--- src/source/decode_config.svh ---
`ifndef DECODE_CONFIG_SVH
`define DECODE_CONFIG_SVH

// datapath widths
`define DEC_XLEN     64
`define DEC_INST_LEN 32
`define DEC_REG_AW   5

// rv64 major opcodes, inst[6:0]
`define DEC_OPC_LOAD      7'b0000011
`define DEC_OPC_STORE     7'b0100011
`define DEC_OPC_BRANCH    7'b1100011
`define DEC_OPC_JALR      7'b1100111
`define DEC_OPC_JAL       7'b1101111
`define DEC_OPC_OP_IMM    7'b0010011
`define DEC_OPC_OP        7'b0110011
`define DEC_OPC_OP_IMM_32 7'b0011011
`define DEC_OPC_OP_32     7'b0111011
`define DEC_OPC_AUIPC     7'b0010111
`define DEC_OPC_LUI       7'b0110111

`endif

--- src/source/decode_pkg.sv ---
`include "decode_config.svh"

package decode_pkg;

  typedef logic [`DEC_XLEN-1:0]     xlen_t;
  typedef logic [`DEC_INST_LEN-1:0] inst_t;
  typedef logic [`DEC_REG_AW-1:0]   reg_idx_t;

  // one-hot instruction class, also sent on as the execute op vector
  typedef struct packed {
    logic auipc;
    logic lui;
    logic jal;
    logic jalr;
    logic load;
    logic store;
    logic branch;
    logic op_imm;
    logic op_imm_32;
    logic op;
    logic op_32;
  } inst_class_t;

  // immediate format select
  typedef struct packed {
    logic i;
    logic s;
    logic b;
    logic u;
    logic j;
  } imm_fmt_t;

  typedef struct packed {
    // add/sub and logic
    logic add;
    logic sub;
    logic xor_;
    logic or_;
    logic and_;
    // shifts
    logic sll;
    logic srl;
    logic sra;
    logic sllw;
    logic srlw;
    logic sraw;
    // compares and branches
    logic slt;
    logic sltu;
    logic beq;
    logic bne;
    logic blt;
    logic bge;
    logic bltu;
    logic bgeu;
    // m extension
    logic mul;
    logic mulh;
    logic mulhsu;
    logic mulhu;
    logic mulw;
    logic div;
    logic divu;
    logic rem;
    logic remu;
    logic divw;
    logic divuw;
    logic remw;
    logic remuw;
  } alu_op_t;

  typedef struct packed {
    logic lb;
    logic lbu;
    logic lh;
    logic lw;
    logic lhu;
    logic lwu;
    logic ld;
    logic sb;
    logic sh;
    logic sw;
    logic sd;
  } mem_op_t;

endpackage

--- src/source/opcode_classifier.sv ---
`include "decode_config.svh"

module opcode_classifier (
  input  decode_pkg::inst_t       inst_i,
  output decode_pkg::inst_class_t class_o,
  output decode_pkg::imm_fmt_t    fmt_o,
  output decode_pkg::reg_idx_t    rs1_o,
  output decode_pkg::reg_idx_t    rs2_o,
  output decode_pkg::reg_idx_t    rd_o,
  output logic                    need_rs1_o,
  output logic                    need_rs2_o,
  output logic                    need_rd_o,
  output logic                    illegal_o
);

  logic [6:0] opcode;
  logic       fmt_r;

  assign opcode = inst_i[6:0];

  // raw register fields, gating happens downstream
  assign rd_o  = inst_i[11:7];
  assign rs1_o = inst_i[19:15];
  assign rs2_o = inst_i[24:20];

  // one compare per supported major opcode
  always_comb begin
    class_o           = '0;
    class_o.auipc     = (opcode == `DEC_OPC_AUIPC);
    class_o.lui       = (opcode == `DEC_OPC_LUI);
    class_o.jal       = (opcode == `DEC_OPC_JAL);
    class_o.jalr      = (opcode == `DEC_OPC_JALR);
    class_o.load      = (opcode == `DEC_OPC_LOAD);
    class_o.store     = (opcode == `DEC_OPC_STORE);
    class_o.branch    = (opcode == `DEC_OPC_BRANCH);
    class_o.op_imm    = (opcode == `DEC_OPC_OP_IMM);
    class_o.op_imm_32 = (opcode == `DEC_OPC_OP_IMM_32);
    class_o.op        = (opcode == `DEC_OPC_OP);
    class_o.op_32     = (opcode == `DEC_OPC_OP_32);
  end

  // instruction formats
  assign fmt_r   = class_o.op | class_o.op_32;
  assign fmt_o.i = class_o.load | class_o.op_imm | class_o.op_imm_32 | class_o.jalr;
  assign fmt_o.s = class_o.store;
  assign fmt_o.b = class_o.branch;
  assign fmt_o.u = class_o.auipc | class_o.lui;
  assign fmt_o.j = class_o.jal;

  // which register fields carry a real operand
  assign need_rs1_o = fmt_r | fmt_o.i | fmt_o.s | fmt_o.b;
  assign need_rs2_o = fmt_r | fmt_o.s | fmt_o.b;
  assign need_rd_o  = fmt_r | fmt_o.i | fmt_o.u | fmt_o.j;

  // system, misc-mem and anything unknown land here
  assign illegal_o = ~(|class_o);

endmodule

--- src/source/imm_gen.sv ---
`include "decode_config.svh"

module imm_gen (
  input  decode_pkg::inst_t    inst_i,
  input  decode_pkg::imm_fmt_t fmt_i,
  output decode_pkg::xlen_t    imm_o
);

  logic sign;

  decode_pkg::xlen_t imm_i_type;
  decode_pkg::xlen_t imm_s_type;
  decode_pkg::xlen_t imm_b_type;
  decode_pkg::xlen_t imm_u_type;
  decode_pkg::xlen_t imm_j_type;

  // every format takes its sign from bit 31
  assign sign = inst_i[31];

  assign imm_i_type = {{(`DEC_XLEN-12){sign}}, inst_i[31:20]};
  assign imm_s_type = {{(`DEC_XLEN-12){sign}}, inst_i[31:25], inst_i[11:7]};
  // branch offset, halfword aligned
  assign imm_b_type = {{(`DEC_XLEN-13){sign}}, inst_i[31], inst_i[7],
                       inst_i[30:25], inst_i[11:8], 1'b0};
  assign imm_u_type = {{(`DEC_XLEN-32){sign}}, inst_i[31:12], 12'b0};
  // jal offset, halfword aligned
  assign imm_j_type = {{(`DEC_XLEN-21){sign}}, inst_i[31], inst_i[19:12],
                       inst_i[20], inst_i[30:21], 1'b0};

  // format flags are one-hot, R-type falls through to zero
  always_comb begin
    if (fmt_i.i) begin
      imm_o = imm_i_type;
    end else if (fmt_i.s) begin
      imm_o = imm_s_type;
    end else if (fmt_i.b) begin
      imm_o = imm_b_type;
    end else if (fmt_i.u) begin
      imm_o = imm_u_type;
    end else if (fmt_i.j) begin
      imm_o = imm_j_type;
    end else begin
      imm_o = '0;
    end
  end

endmodule

--- src/source/op_encoder.sv ---
module op_encoder (
  input  decode_pkg::inst_t       inst_i,
  input  decode_pkg::inst_class_t class_i,
  output decode_pkg::alu_op_t     alu_op_o,
  output decode_pkg::mem_op_t     mem_op_o
);

  logic [2:0] func3;
  logic [6:0] func7;
  logic [7:0] f3;

  // func7 qualifiers
  logic f7_base;
  logic f7_alt;
  logic f7_mext;
  logic sh_base;
  logic sh_alt;

  // class and func7 combined
  logic op_base;
  logic op_alt;
  logic op_mext;
  logic op32_base;
  logic op32_alt;
  logic op32_mext;
  logic imm32_base;
  logic imm32_alt;

  assign func3 = inst_i[14:12];
  assign func7 = inst_i[31:25];

  // one-hot func3 decode
  always_comb begin
    f3        = '0;
    f3[func3] = 1'b1;
  end

  assign f7_base = (func7 == 7'b0000000);
  assign f7_alt  = (func7 == 7'b0100000);
  assign f7_mext = (func7 == 7'b0000001);
  // rv64 shamt is six bits wide, so func7[0] belongs to it
  assign sh_base = (func7[6:1] == 6'b000000);
  assign sh_alt  = (func7[6:1] == 6'b010000);

  assign op_base    = class_i.op & f7_base;
  assign op_alt     = class_i.op & f7_alt;
  assign op_mext    = class_i.op & f7_mext;
  assign op32_base  = class_i.op_32 & f7_base;
  assign op32_alt   = class_i.op_32 & f7_alt;
  assign op32_mext  = class_i.op_32 & f7_mext;
  assign imm32_base = class_i.op_imm_32 & f7_base;
  assign imm32_alt  = class_i.op_imm_32 & f7_alt;

  always_comb begin
    alu_op_o = '0;
    // address and link arithmetic all go through the adder
    alu_op_o.add = (op_base & f3[0]) | (op32_base & f3[0])
                 | (class_i.op_imm & f3[0]) | (class_i.op_imm_32 & f3[0])
                 | class_i.load | class_i.store | class_i.jal | class_i.jalr
                 | class_i.auipc | class_i.lui;
    alu_op_o.sub  = (op_alt & f3[0]) | (op32_alt & f3[0]);
    alu_op_o.xor_ = (op_base & f3[4]) | (class_i.op_imm & f3[4]);
    alu_op_o.or_  = (op_base & f3[6]) | (class_i.op_imm & f3[6]);
    alu_op_o.and_ = (op_base & f3[7]) | (class_i.op_imm & f3[7]);
    alu_op_o.sll  = (op_base & f3[1]) | (class_i.op_imm & f3[1] & sh_base);
    alu_op_o.srl  = (op_base & f3[5]) | (class_i.op_imm & f3[5] & sh_base);
    alu_op_o.sra  = (op_alt & f3[5]) | (class_i.op_imm & f3[5] & sh_alt);
    alu_op_o.sllw = (op32_base & f3[1]) | (imm32_base & f3[1]);
    alu_op_o.srlw = (op32_base & f3[5]) | (imm32_base & f3[5]);
    alu_op_o.sraw = (op32_alt & f3[5]) | (imm32_alt & f3[5]);
    alu_op_o.slt  = (op_base & f3[2]) | (class_i.op_imm & f3[2]);
    alu_op_o.sltu = (op_base & f3[3]) | (class_i.op_imm & f3[3]);
    // branch compares
    alu_op_o.beq  = class_i.branch & f3[0];
    alu_op_o.bne  = class_i.branch & f3[1];
    alu_op_o.blt  = class_i.branch & f3[4];
    alu_op_o.bge  = class_i.branch & f3[5];
    alu_op_o.bltu = class_i.branch & f3[6];
    alu_op_o.bgeu = class_i.branch & f3[7];
    // multiply and divide
    alu_op_o.mul    = op_mext & f3[0];
    alu_op_o.mulh   = op_mext & f3[1];
    alu_op_o.mulhsu = op_mext & f3[2];
    alu_op_o.mulhu  = op_mext & f3[3];
    alu_op_o.div    = op_mext & f3[4];
    alu_op_o.divu   = op_mext & f3[5];
    alu_op_o.rem    = op_mext & f3[6];
    alu_op_o.remu   = op_mext & f3[7];
    alu_op_o.mulw   = op32_mext & f3[0];
    alu_op_o.divw   = op32_mext & f3[4];
    alu_op_o.divuw  = op32_mext & f3[5];
    alu_op_o.remw   = op32_mext & f3[6];
    alu_op_o.remuw  = op32_mext & f3[7];
  end

  // load and store width from func3
  always_comb begin
    mem_op_o     = '0;
    mem_op_o.lb  = class_i.load & f3[0];
    mem_op_o.lh  = class_i.load & f3[1];
    mem_op_o.lw  = class_i.load & f3[2];
    mem_op_o.ld  = class_i.load & f3[3];
    mem_op_o.lbu = class_i.load & f3[4];
    mem_op_o.lhu = class_i.load & f3[5];
    mem_op_o.lwu = class_i.load & f3[6];
    mem_op_o.sb  = class_i.store & f3[0];
    mem_op_o.sh  = class_i.store & f3[1];
    mem_op_o.sw  = class_i.store & f3[2];
    mem_op_o.sd  = class_i.store & f3[3];
  end

endmodule

--- src/source/operand_forward.sv ---
module operand_forward (
  input  decode_pkg::reg_idx_t rs1_i,
  input  decode_pkg::reg_idx_t rs2_i,
  input  decode_pkg::reg_idx_t rd_i,
  input  logic                 need_rs1_i,
  input  logic                 need_rs2_i,
  input  logic                 need_rd_i,
  input  decode_pkg::xlen_t    rs1_data_i,
  input  decode_pkg::xlen_t    rs2_data_i,
  input  decode_pkg::reg_idx_t ex_rd_addr_i,
  input  decode_pkg::xlen_t    ex_rd_data_i,
  input  decode_pkg::reg_idx_t mem_rd_addr_i,
  input  decode_pkg::xlen_t    mem_rd_data_i,
  input  logic                 prev_is_load_i,
  output decode_pkg::reg_idx_t rs1_idx_o,
  output decode_pkg::reg_idx_t rs2_idx_o,
  output decode_pkg::reg_idx_t rd_idx_o,
  output decode_pkg::xlen_t    rs1_data_o,
  output decode_pkg::xlen_t    rs2_data_o,
  output logic                 load_use_o
);

  logic rs1_nz;
  logic rs2_nz;
  logic rs1_ex_hit;
  logic rs2_ex_hit;
  logic rs1_mem_hit;
  logic rs2_mem_hit;

  // unused fields read as x0
  assign rs1_idx_o = need_rs1_i ? rs1_i : '0;
  assign rs2_idx_o = need_rs2_i ? rs2_i : '0;
  assign rd_idx_o  = need_rd_i ? rd_i : '0;

  // x0 is hardwired, never bypass it
  assign rs1_nz = (rs1_idx_o != '0);
  assign rs2_nz = (rs2_idx_o != '0);

  assign rs1_ex_hit  = rs1_nz & (rs1_idx_o == ex_rd_addr_i);
  assign rs2_ex_hit  = rs2_nz & (rs2_idx_o == ex_rd_addr_i);
  assign rs1_mem_hit = rs1_nz & (rs1_idx_o == mem_rd_addr_i);
  assign rs2_mem_hit = rs2_nz & (rs2_idx_o == mem_rd_addr_i);

  // youngest producer wins: ex, then mem, then register file
  assign rs1_data_o = rs1_ex_hit  ? ex_rd_data_i  :
                      rs1_mem_hit ? mem_rd_data_i : rs1_data_i;
  assign rs2_data_o = rs2_ex_hit  ? ex_rd_data_i  :
                      rs2_mem_hit ? mem_rd_data_i : rs2_data_i;

  // load data not ready yet in ex, pipeline must bubble
  assign load_use_o = prev_is_load_i & (rs1_ex_hit | rs2_ex_hit);

endmodule

--- src/source/inst_decode.sv ---
module inst_decode (
  input  decode_pkg::inst_t       inst_i,
  input  decode_pkg::xlen_t       rs1_data_i,
  input  decode_pkg::xlen_t       rs2_data_i,
  input  decode_pkg::reg_idx_t    ex_rd_addr_i,
  input  decode_pkg::xlen_t       ex_rd_data_i,
  input  decode_pkg::reg_idx_t    mem_rd_addr_i,
  input  decode_pkg::xlen_t       mem_rd_data_i,
  input  logic                    prev_is_load_i,
  output decode_pkg::reg_idx_t    rs1_idx_o,
  output decode_pkg::reg_idx_t    rs2_idx_o,
  output decode_pkg::reg_idx_t    rd_idx_o,
  output decode_pkg::xlen_t       rs1_data_o,
  output decode_pkg::xlen_t       rs2_data_o,
  output decode_pkg::xlen_t       imm_o,
  output decode_pkg::alu_op_t     alu_op_o,
  output decode_pkg::mem_op_t     mem_op_o,
  output decode_pkg::inst_class_t exc_op_o,
  output logic                    illegal_o,
  output logic                    load_use_o
);

  decode_pkg::imm_fmt_t fmt;
  decode_pkg::reg_idx_t rs1;
  decode_pkg::reg_idx_t rs2;
  decode_pkg::reg_idx_t rd;
  logic                 need_rs1;
  logic                 need_rs2;
  logic                 need_rd;

  // class vector doubles as the execute op
  opcode_classifier u_classifier (
    .inst_i     (inst_i),
    .class_o    (exc_op_o),
    .fmt_o      (fmt),
    .rs1_o      (rs1),
    .rs2_o      (rs2),
    .rd_o       (rd),
    .need_rs1_o (need_rs1),
    .need_rs2_o (need_rs2),
    .need_rd_o  (need_rd),
    .illegal_o  (illegal_o)
  );

  imm_gen u_imm_gen (
    .inst_i (inst_i),
    .fmt_i  (fmt),
    .imm_o  (imm_o)
  );

  op_encoder u_op_encoder (
    .inst_i   (inst_i),
    .class_i  (exc_op_o),
    .alu_op_o (alu_op_o),
    .mem_op_o (mem_op_o)
  );

  operand_forward u_forward (
    .rs1_i          (rs1),
    .rs2_i          (rs2),
    .rd_i           (rd),
    .need_rs1_i     (need_rs1),
    .need_rs2_i     (need_rs2),
    .need_rd_i      (need_rd),
    .rs1_data_i     (rs1_data_i),
    .rs2_data_i     (rs2_data_i),
    .ex_rd_addr_i   (ex_rd_addr_i),
    .ex_rd_data_i   (ex_rd_data_i),
    .mem_rd_addr_i  (mem_rd_addr_i),
    .mem_rd_data_i  (mem_rd_data_i),
    .prev_is_load_i (prev_is_load_i),
    .rs1_idx_o      (rs1_idx_o),
    .rs2_idx_o      (rs2_idx_o),
    .rd_idx_o       (rd_idx_o),
    .rs1_data_o     (rs1_data_o),
    .rs2_data_o     (rs2_data_o),
    .load_use_o     (load_use_o)
  );

endmodule

--- config.mk ---
export PLATFORM = sky130hd
export DESIGN_NAME = inst_decode
export DESIGN_NICKNAME = d
export VERILOG_FILES = /design/src/source/decode_pkg.sv /design/src/source/opcode_classifier.sv /design/src/source/imm_gen.sv /design/src/source/op_encoder.sv /design/src/source/operand_forward.sv /design/src/source/inst_decode.sv
export VERILOG_INCLUDE_DIRS = /design/src /design/src/source
export SDC_FILE = /design/constraint.sdc
export NUM_CORES = 1
export LEC_CHECK = 0
export BUFFER_PORTS_ARGS = -buffer_cell sky130_fd_sc_hd__buf_2
export CORE_AREA = 3 3 219 221
export DETAILED_ROUTE_END_ITERATION = 8
export DIE_AREA = 0 0 222 224
export PLACE_DENSITY_LB_ADDON = 0.1
export REMOVE_ABC_BUFFERS = 1
export SLEW_MARGIN = 10
export SYNTH_ARGS = -nofsm -noshare
export SYNTH_HDL_FRONTEND = slang
export SYNTH_SLANG_ARGS = --single-unit
--- constraint.sdc ---
create_clock -name vclk -period 4.4
set_clock_uncertainty 0.2 [all_clocks]
set_input_delay 0.22 -clock vclk [all_inputs]
set_output_delay 0.22 -clock vclk [all_outputs]
set_load 0.01 [all_outputs]
==> impl_metrics.py, run 1 <==
metrics = {
    "outcome": {
        "status": "finished, final reports clean",
    },
    "synthesis": {
        "synth_top_cell_area_share": 0.160,
        "synth_cell_types": 47,
        "synth-simple-area-share": 0.416,
        "synth-adder-area-share": 0,
        "synth_xor_area_frac": 0.0370,
        "synth_mux_area_frac": 0.150,
        "synth_top_family_by_area": "simple AND/OR/NAND/NOR gates",
        "ys_warn_count": 0,
        "yosys.area.top_type": "nor2_1",
        "syn-cell-area_mm2": 0.00426,
        "yosys-top-cells-area": "nor2_1 (16%), mux2i_1 (15%), nand2_1 (12%), a31oi_1 (9.5%), a21oi_1 (8.1%)",
        "seq_area_frac_synth": 0,
        "post_synth.cell_area_avg_um2": 5.62,
        "synth-compound-area-share": 0.250,
        "netlist_instances": 758,
    },
    "layout": {
        "seq_cells": 0,
        "fin_nets": 1531,
        "register_area_um2": 0,
        "final_cell_mix": "buf_2 (562), nor2_1 (182), nand2_1 (134), a21oi_1 (69), a31oi_1 (65)",
        "final_common_cell": "buf_2",
        "drive_gt1_frac": 0.479,
        "syn2layout_area_growth_pct": 72.4,
        "fin_util": 0.159,
        "nClkBuffers": 0,
    },
    "placed_design": {
        "place.gp.congestion": 0.808,
        "io_buffer_count": 562,
        "place_hpwl_um": 31000,
    },
    "floorplanning": {
        "num_rows": 79,
        "die_h_um": 224,
        "ios": 562,
        "initial_core_util": 0.0920,
        "core_area_mm2": 0.0464,
        "die_w_um": 222,
        "dieArea_mm2": 0.0497,
    },
    "route": {
        "m1WireLength_um": 13700,
        "routed_wl_um": 36300,
        "wl_met3_um": 2720,
        "initialDrtViolationCount": 378,
        "route.detailed.drc": 0,
        "first_pass_iters": 4,
        "dr_wl_met2_um": 19300,
        "antenna_left": 0,
        "via_per_inst": 3.87,
        "top_layer": "met5",
        "num_vias": 7133,
        "routedWlPerCell_um": 19.7,
    },
    "timing": {
        "totalNegativeSetupSlack_ns": 0,
        "setup_viol_count_final": 0,
        "period_needed_ns": 3.23,
        "final_hold_viol_count": 0,
        "relSlewSlack": 0.423,
        "fmax_ghz": 0.309,
        "rsz0062_at_grt": "no",
        "period_share": 0.735,
        "max_slew.worst_pin.slew_ns": 0.865,
        "drv_slew": 0,
    },
    "worst_setup_path": {
        "cp_max_fo": 25,
        "slowest_stage": "and4_2",
        "cp_cell_sequence": "buf_2 -> nand4bb_1 -> o22ai_4 -> and4_2 -> nand2_1 -> a31oi_1 -> buf_2",
        "timing_worst_setup_path_type": "in2out",
        "cp_slowest_stage_delay_ns": 0.77,
        "path_buf_inv": 2,
        "critPathArrivalTime_ns": 2.81,
        "worst_path_most_repeated_cell": "buf_2",
        "cp.required_ns": 3.98,
        "cp-start-kind": "input port",
        "cp_top_family": "simple AND/OR/NAND/NOR gates",
        "end_kind": "output pin",
    },
    "pwr": {
        "peakVddDrop_v": 0.0000344,
        "pwr-share-clk": 0,
        "p_int_w": 0.000218,
        "seq_power_share": 0,
        "p_comb_frac": 1.000,
        "p_per_area_mw_per_mm2": 66.2,
        "switchingPower_w": 0.000268,
        "switching_share": 0.551,
        "p_leak_nw": 4.48,
    },
    "global_routing": {
        "grtUsageTotal": 0.133,
        "overflow": 0,
        "grt_pass1_wl_um": 49900,
        "grt_pass1_vias": 6989,
        "grt_max_degree": 86,
        "antenna_found_initial": 8,
    },
    "job": {
        "cap_violations": 0,
    },
    "clocking": {
        "post-cts-setup-buffers": 0,
        "cts_resized": 0,
        "hold_buffers": 0,
    },
    "worst_hold_path": {
        "hold_class": "in2out",
    },
}
worst paths after layout:
kind	from	end	slack [ns]	cells past startpoint
hold / removal	inst_i[28]	imm_o[28]	0.55	3
setup / recovery	inst_i[3]	rs2_data_o[11]	1.17	7
layer usage:
metal,vias up,GRT usage
met4,6,0.0237
met2,366,0.259
li1,3521,-
met1,3220,0.147
met5,-,0
met3,20,0.0311
through the flow:
step                      instance area, um2  power (W)  instances  setup WS (ns)  hold slack, ns
final                                   7350   0.000486       1843           1.17           0.547
after global placement                  7330   0.000497       1837           1.21           0.550
after CTS                               7330   0.000496       1837           1.15           0.548
after detailed placement                7330   0.000494       1837           1.16           0.546
after global routing                    7350   0.000532       1842          0.948           0.578
after floorplan                         3650   0.000172        660          -1.58           0.294
cells in the mapped netlist, types with 2 or more instances:
library cell,n
nor2_1,182
nand2_1,134
a21oi_1,69
a31oi_1,65
mux2i_1,64
clkbuf_1,35
buf_4,33
and2_1,25
a21o_1,19
xor2_1,18
buf_2,15
buf_6,13
nor3_1,12
a22o_1,5
nand3b_1,5
nor4_1,5
or2_2,5
inv_1,4
nand2b_1,4
nand3_1,4
nand4b_1,3
nor2b_1,3
or3_1,3
or4_1,3
and4_1,2
buf_1,2
nand3b_2,2
nand4_1,2
o211ai_1,2
o21ai_0,2
or3b_2,2
power by group through the flow:
stage	sequential, W	clock (W)	combinational (W)
5_1_grt	0	0.000000000153	0.000532
2_1_floorplan	0	0	0.000172
3_5_place_dp	0	0	0.000494
3_3_place_gp	0	0	0.000497
6_report	0	0.000000000184	0.000486
4_1_cts	0	0	0.000496
kinds of logic (layout without fill, tap and decap cells):
logic type      count (synthesis)  after routing
other cells                     0              6
xor+xnor                       18             18
mux                            64             64
buf+inv                       102            574
compound gates                171            171
simple gates                  403            403
worst min-delay path, cell delays in order:
cell and delay, ns:
buf_2 0.09, a21o_1 0.10, buf_2 0.12
cell type report:
class | instances | area (um2)
fill | 5531 | 39000
multi-input combinational | 656 | 3650
timing repair buffer | 570 | 2910
tap | 607 | 759
inverter | 4 | 15.0
antenna | 6 | 15.0
No activity file was read; power rests on OpenSTA's default activity.
==> inputs of run 2 (changes only) <==
--- a/config.mk
+++ b/config.mk
@@ -6,10 +6,11 @@
 export SDC_FILE = /design/constraint.sdc
 export NUM_CORES = 1
 export LEC_CHECK = 0
+export ABC_AREA = 1
 export BUFFER_PORTS_ARGS = -buffer_cell sky130_fd_sc_hd__buf_2
-export CORE_AREA = 3 3 219 221
+export CORE_AREA = 3 3 215 217
 export DETAILED_ROUTE_END_ITERATION = 8
-export DIE_AREA = 0 0 222 224
+export DIE_AREA = 0 0 218 220
 export PLACE_DENSITY_LB_ADDON = 0.1
 export REMOVE_ABC_BUFFERS = 1
 export SLEW_MARGIN = 10
==> constraint.sdc (replaced) <==
create_clock -name vclk -period 3.1
set_clock_uncertainty 0.2 [all_clocks]
set_input_delay 0.155 -clock vclk [all_inputs]
set_output_delay 0.155 -clock vclk [all_outputs]
set_load 0.01 [all_outputs]
==> run 2 against run 1 <==
Effect of this change:
- worst setup slack lost 0.91 ns
- area after synthesis grew 43%
- routed wire length increased by 18%
- critical path type unchanged
- critical endpoint is now rs2_data_o[62]
- largest cell class unchanged
==> impl_metrics.py, run 2 <==
metrics = {
    "outcome": {
        "status": "finished, final reports clean",
    },
    "global_routing": {
        "grt_pass1_vias": 9150,
        "grt_max_degree": 44,
        "grtUsageTotal": 0.164,
        "overflow": 0,
        "antenna_found_initial": 13,
        "grt_pass1_wl_um": 60300,
    },
    "floorplanning": {
        "dieArea_mm2": 0.0480,
        "die_w_um": 218,
        "num_rows": 77,
        "core_area_mm2": 0.0443,
        "die_h_um": 220,
        "initial_core_util": 0.138,
        "ios": 562,
    },
    "job": {
        "cap_violations": 0,
    },
    "pwr": {
        "p_int_w": 0.000339,
        "p_leak_nw": 6.38,
        "p_per_area_mw_per_mm2": 89.5,
        "switching_share": 0.598,
        "seq_power_share": 0,
        "switchingPower_w": 0.000504,
        "p_comb_frac": 1.000,
        "pwr-share-clk": 0,
        "peakVddDrop_v": 0.0000366,
    },
    "timing": {
        "period_needed_ns": 2.84,
        "setup_viol_count_final": 0,
        "final_hold_viol_count": 0,
        "drv_slew": 0,
        "period_share": 0.915,
        "rsz0062_at_grt": "no",
        "totalNegativeSetupSlack_ns": 0,
        "finalWorstSetupSlack_ns": 0.262,
        "max_slew.worst_pin.slew_ns": 0.812,
        "relSlewSlack": 0.454,
        "fmax_ghz": 0.352,
    },
    "layout": {
        "drive_gt1_frac": 0.445,
        "final_common_cell": "buf_2",
        "seq_cells": 0,
        "fin_util": 0.213,
        "fin_nets": 2033,
        "final_cell_mix": "buf_2 (562), nand2_1 (440), inv_1 (247), nand3_1 (81), nor2_1 (73)",
        "register_area_um2": 0,
        "syn2layout_area_growth_pct": 54.2,
        "nClkBuffers": 0,
    },
    "synthesis": {
        "ys_top_cells_by_count": "nand2_1 (440), inv_1 (247), nand3_1 (81), nor2_1 (73), nand2_2 (72)",
        "yosys-top-cells-area": "nand2_1 (27%), inv_1 (15%), nand3_2 (10%), nand2_2 (7.4%), nand4_1 (7.0%)",
        "synth_cell_types": 33,
        "syn-cell-area_mm2": 0.00611,
        "post_synth.cell_area_avg_um2": 4.96,
        "yosys.area.top_type": "nand2_1",
        "synth_top_cell_area_share": 0.270,
        "netlist_instances": 1232,
        "seq_area_frac_synth": 0,
        "yosysMostFrequentCell": "nand2_1",
        "ys_warn_count": 0,
    },
    "placed_design": {
        "io_buffer_count": 562,
        "place_hpwl_um": 35500,
        "place.gp.congestion": 0.828,
        "post-place-ws_ns": 0.123,
    },
    "worst_setup_path": {
        "cp_slowest_stage_delay_ns": 0.27,
        "end_kind": "output pin",
        "slowest_stage": "nand3_4",
        "cp_max_fo": 23,
        "critPathArrivalTime_ns": 2.48,
        "cp_cell_sequence": "buf_2 -> nor2_1 -> nand2_2 -> nor2_4 -> inv_2 -> nand2_8 -> nand2_2 -> xor2_1 -> nor2_4 -> nand3_4 -> buf_12 -> nand2_1 -> nand3_1 -> nand2_1 -> buf_2",
        "cp.required_ns": 2.74,
        "cp-start-kind": "input port",
        "timing_worst_setup_path_type": "in2out",
    },
    "route": {
        "num_vias": 9321,
        "route.detailed.drc": 0,
        "wl_met3_um": 2770,
        "first_pass_iters": 4,
        "m1WireLength_um": 17700,
        "dr_wl_met2_um": 21900,
        "initialDrtViolationCount": 489,
        "antenna_left": 0,
        "routed_wl_um": 43000,
        "top_layer": "met5",
        "routedWlPerCell_um": 18.4,
        "via_per_inst": 4.00,
    },
    "worst_hold_path": {
        "hold_class": "in2out",
    },
}
==> run 2: cell count changes after synthesis, sizes merged, moves of 10 or more <==
cell / before / now
inv: 4 / 262
nand3: 4 / 145
buf: 63 / 98
mux2i: 64 / 0
and2: 25 / 0
a21oi: 70 / 5
xor2: 18 / 8
nor2: 182 / 85
o21ai: 3 / 19
clkbuf: 35 / 2
a31oi: 65 / 0
nand2: 135 / 517
nand4: 3 / 68
a21o: 19 / 0
==> run 2: cell families (layout without fill, tap and decap cells) <==
kind of cell,Yosys count,in the layout,synth area share
XOR/XNOR,10,10,0.0143
AO/OA/AOI/OAI,33,33,0.0309
buffers and inverters,363,863,0.281
AND/OR/NAND/NOR,826,826,0.674
other,0,7,0
==> run 2: stage by stage <==
step                area [um2]  instances  total power [W]  hold WS [ns]
floorplan                 5380       1132         0.000364         0.164
detailed placement        9400       2324         0.000852         0.390
finish                    9420       2331         0.000843         0.389
global placement          9400       2324         0.000859         0.397
global route              9420       2329         0.000935         0.406
CTS                       9400       2324         0.000857         0.391
==> run 2: critical path, delay by kind of cell <==
| kind | cells | cell delay (ns) |
|---|---|---|
| XOR/XNOR | 1 | 0.17 |
| buffers and inverters | 4 | 0.66 |
| AND/OR/NAND/NOR | 10 | 1.46 |
==> run 2: power by group through the flow <==
stage               registers (W)  logic (W)  clock network (W)
floorplan                       0   0.000364                  0
global placement                0   0.000859                  0
detailed placement              0   0.000852                  0
CTS                             0   0.000857                  0
global route                    0   0.000935     0.000000000216
finish                          0   0.000843     0.000000000304
==> run 2: final cells by class <==
type | count | area [um2]
timing repair buffer | 600 | 3260
inverter | 263 | 987
tap | 592 | 741
fill | 5420 | 34900
antenna | 7 | 17.5
multi-input combinational | 869 | 4420
==> run 2: final timing paths <==
path	startpoint	to	slack [ns]	cells after the start
max	inst_i[2]	rs2_data_o[62]	0.26	15
min	inst_i[25]	alu_op_o[21]	0.39	3
==> run 2: what timing repair did <==
item,in CTS,in global routing
gates resized for setup,0,2
buffers inserted,0,0
setup endpoints to repair,0,3
hold buffers,0,0
==> run 2: per-layer routing <==
metal | track usage | vias up
met2 | 0.304 | 328
met4 | 0.0248 | 12
met1 | 0.200 | 4258
met5 | 0 | -
li1 | - | 4693
met3 | 0.0287 | 30
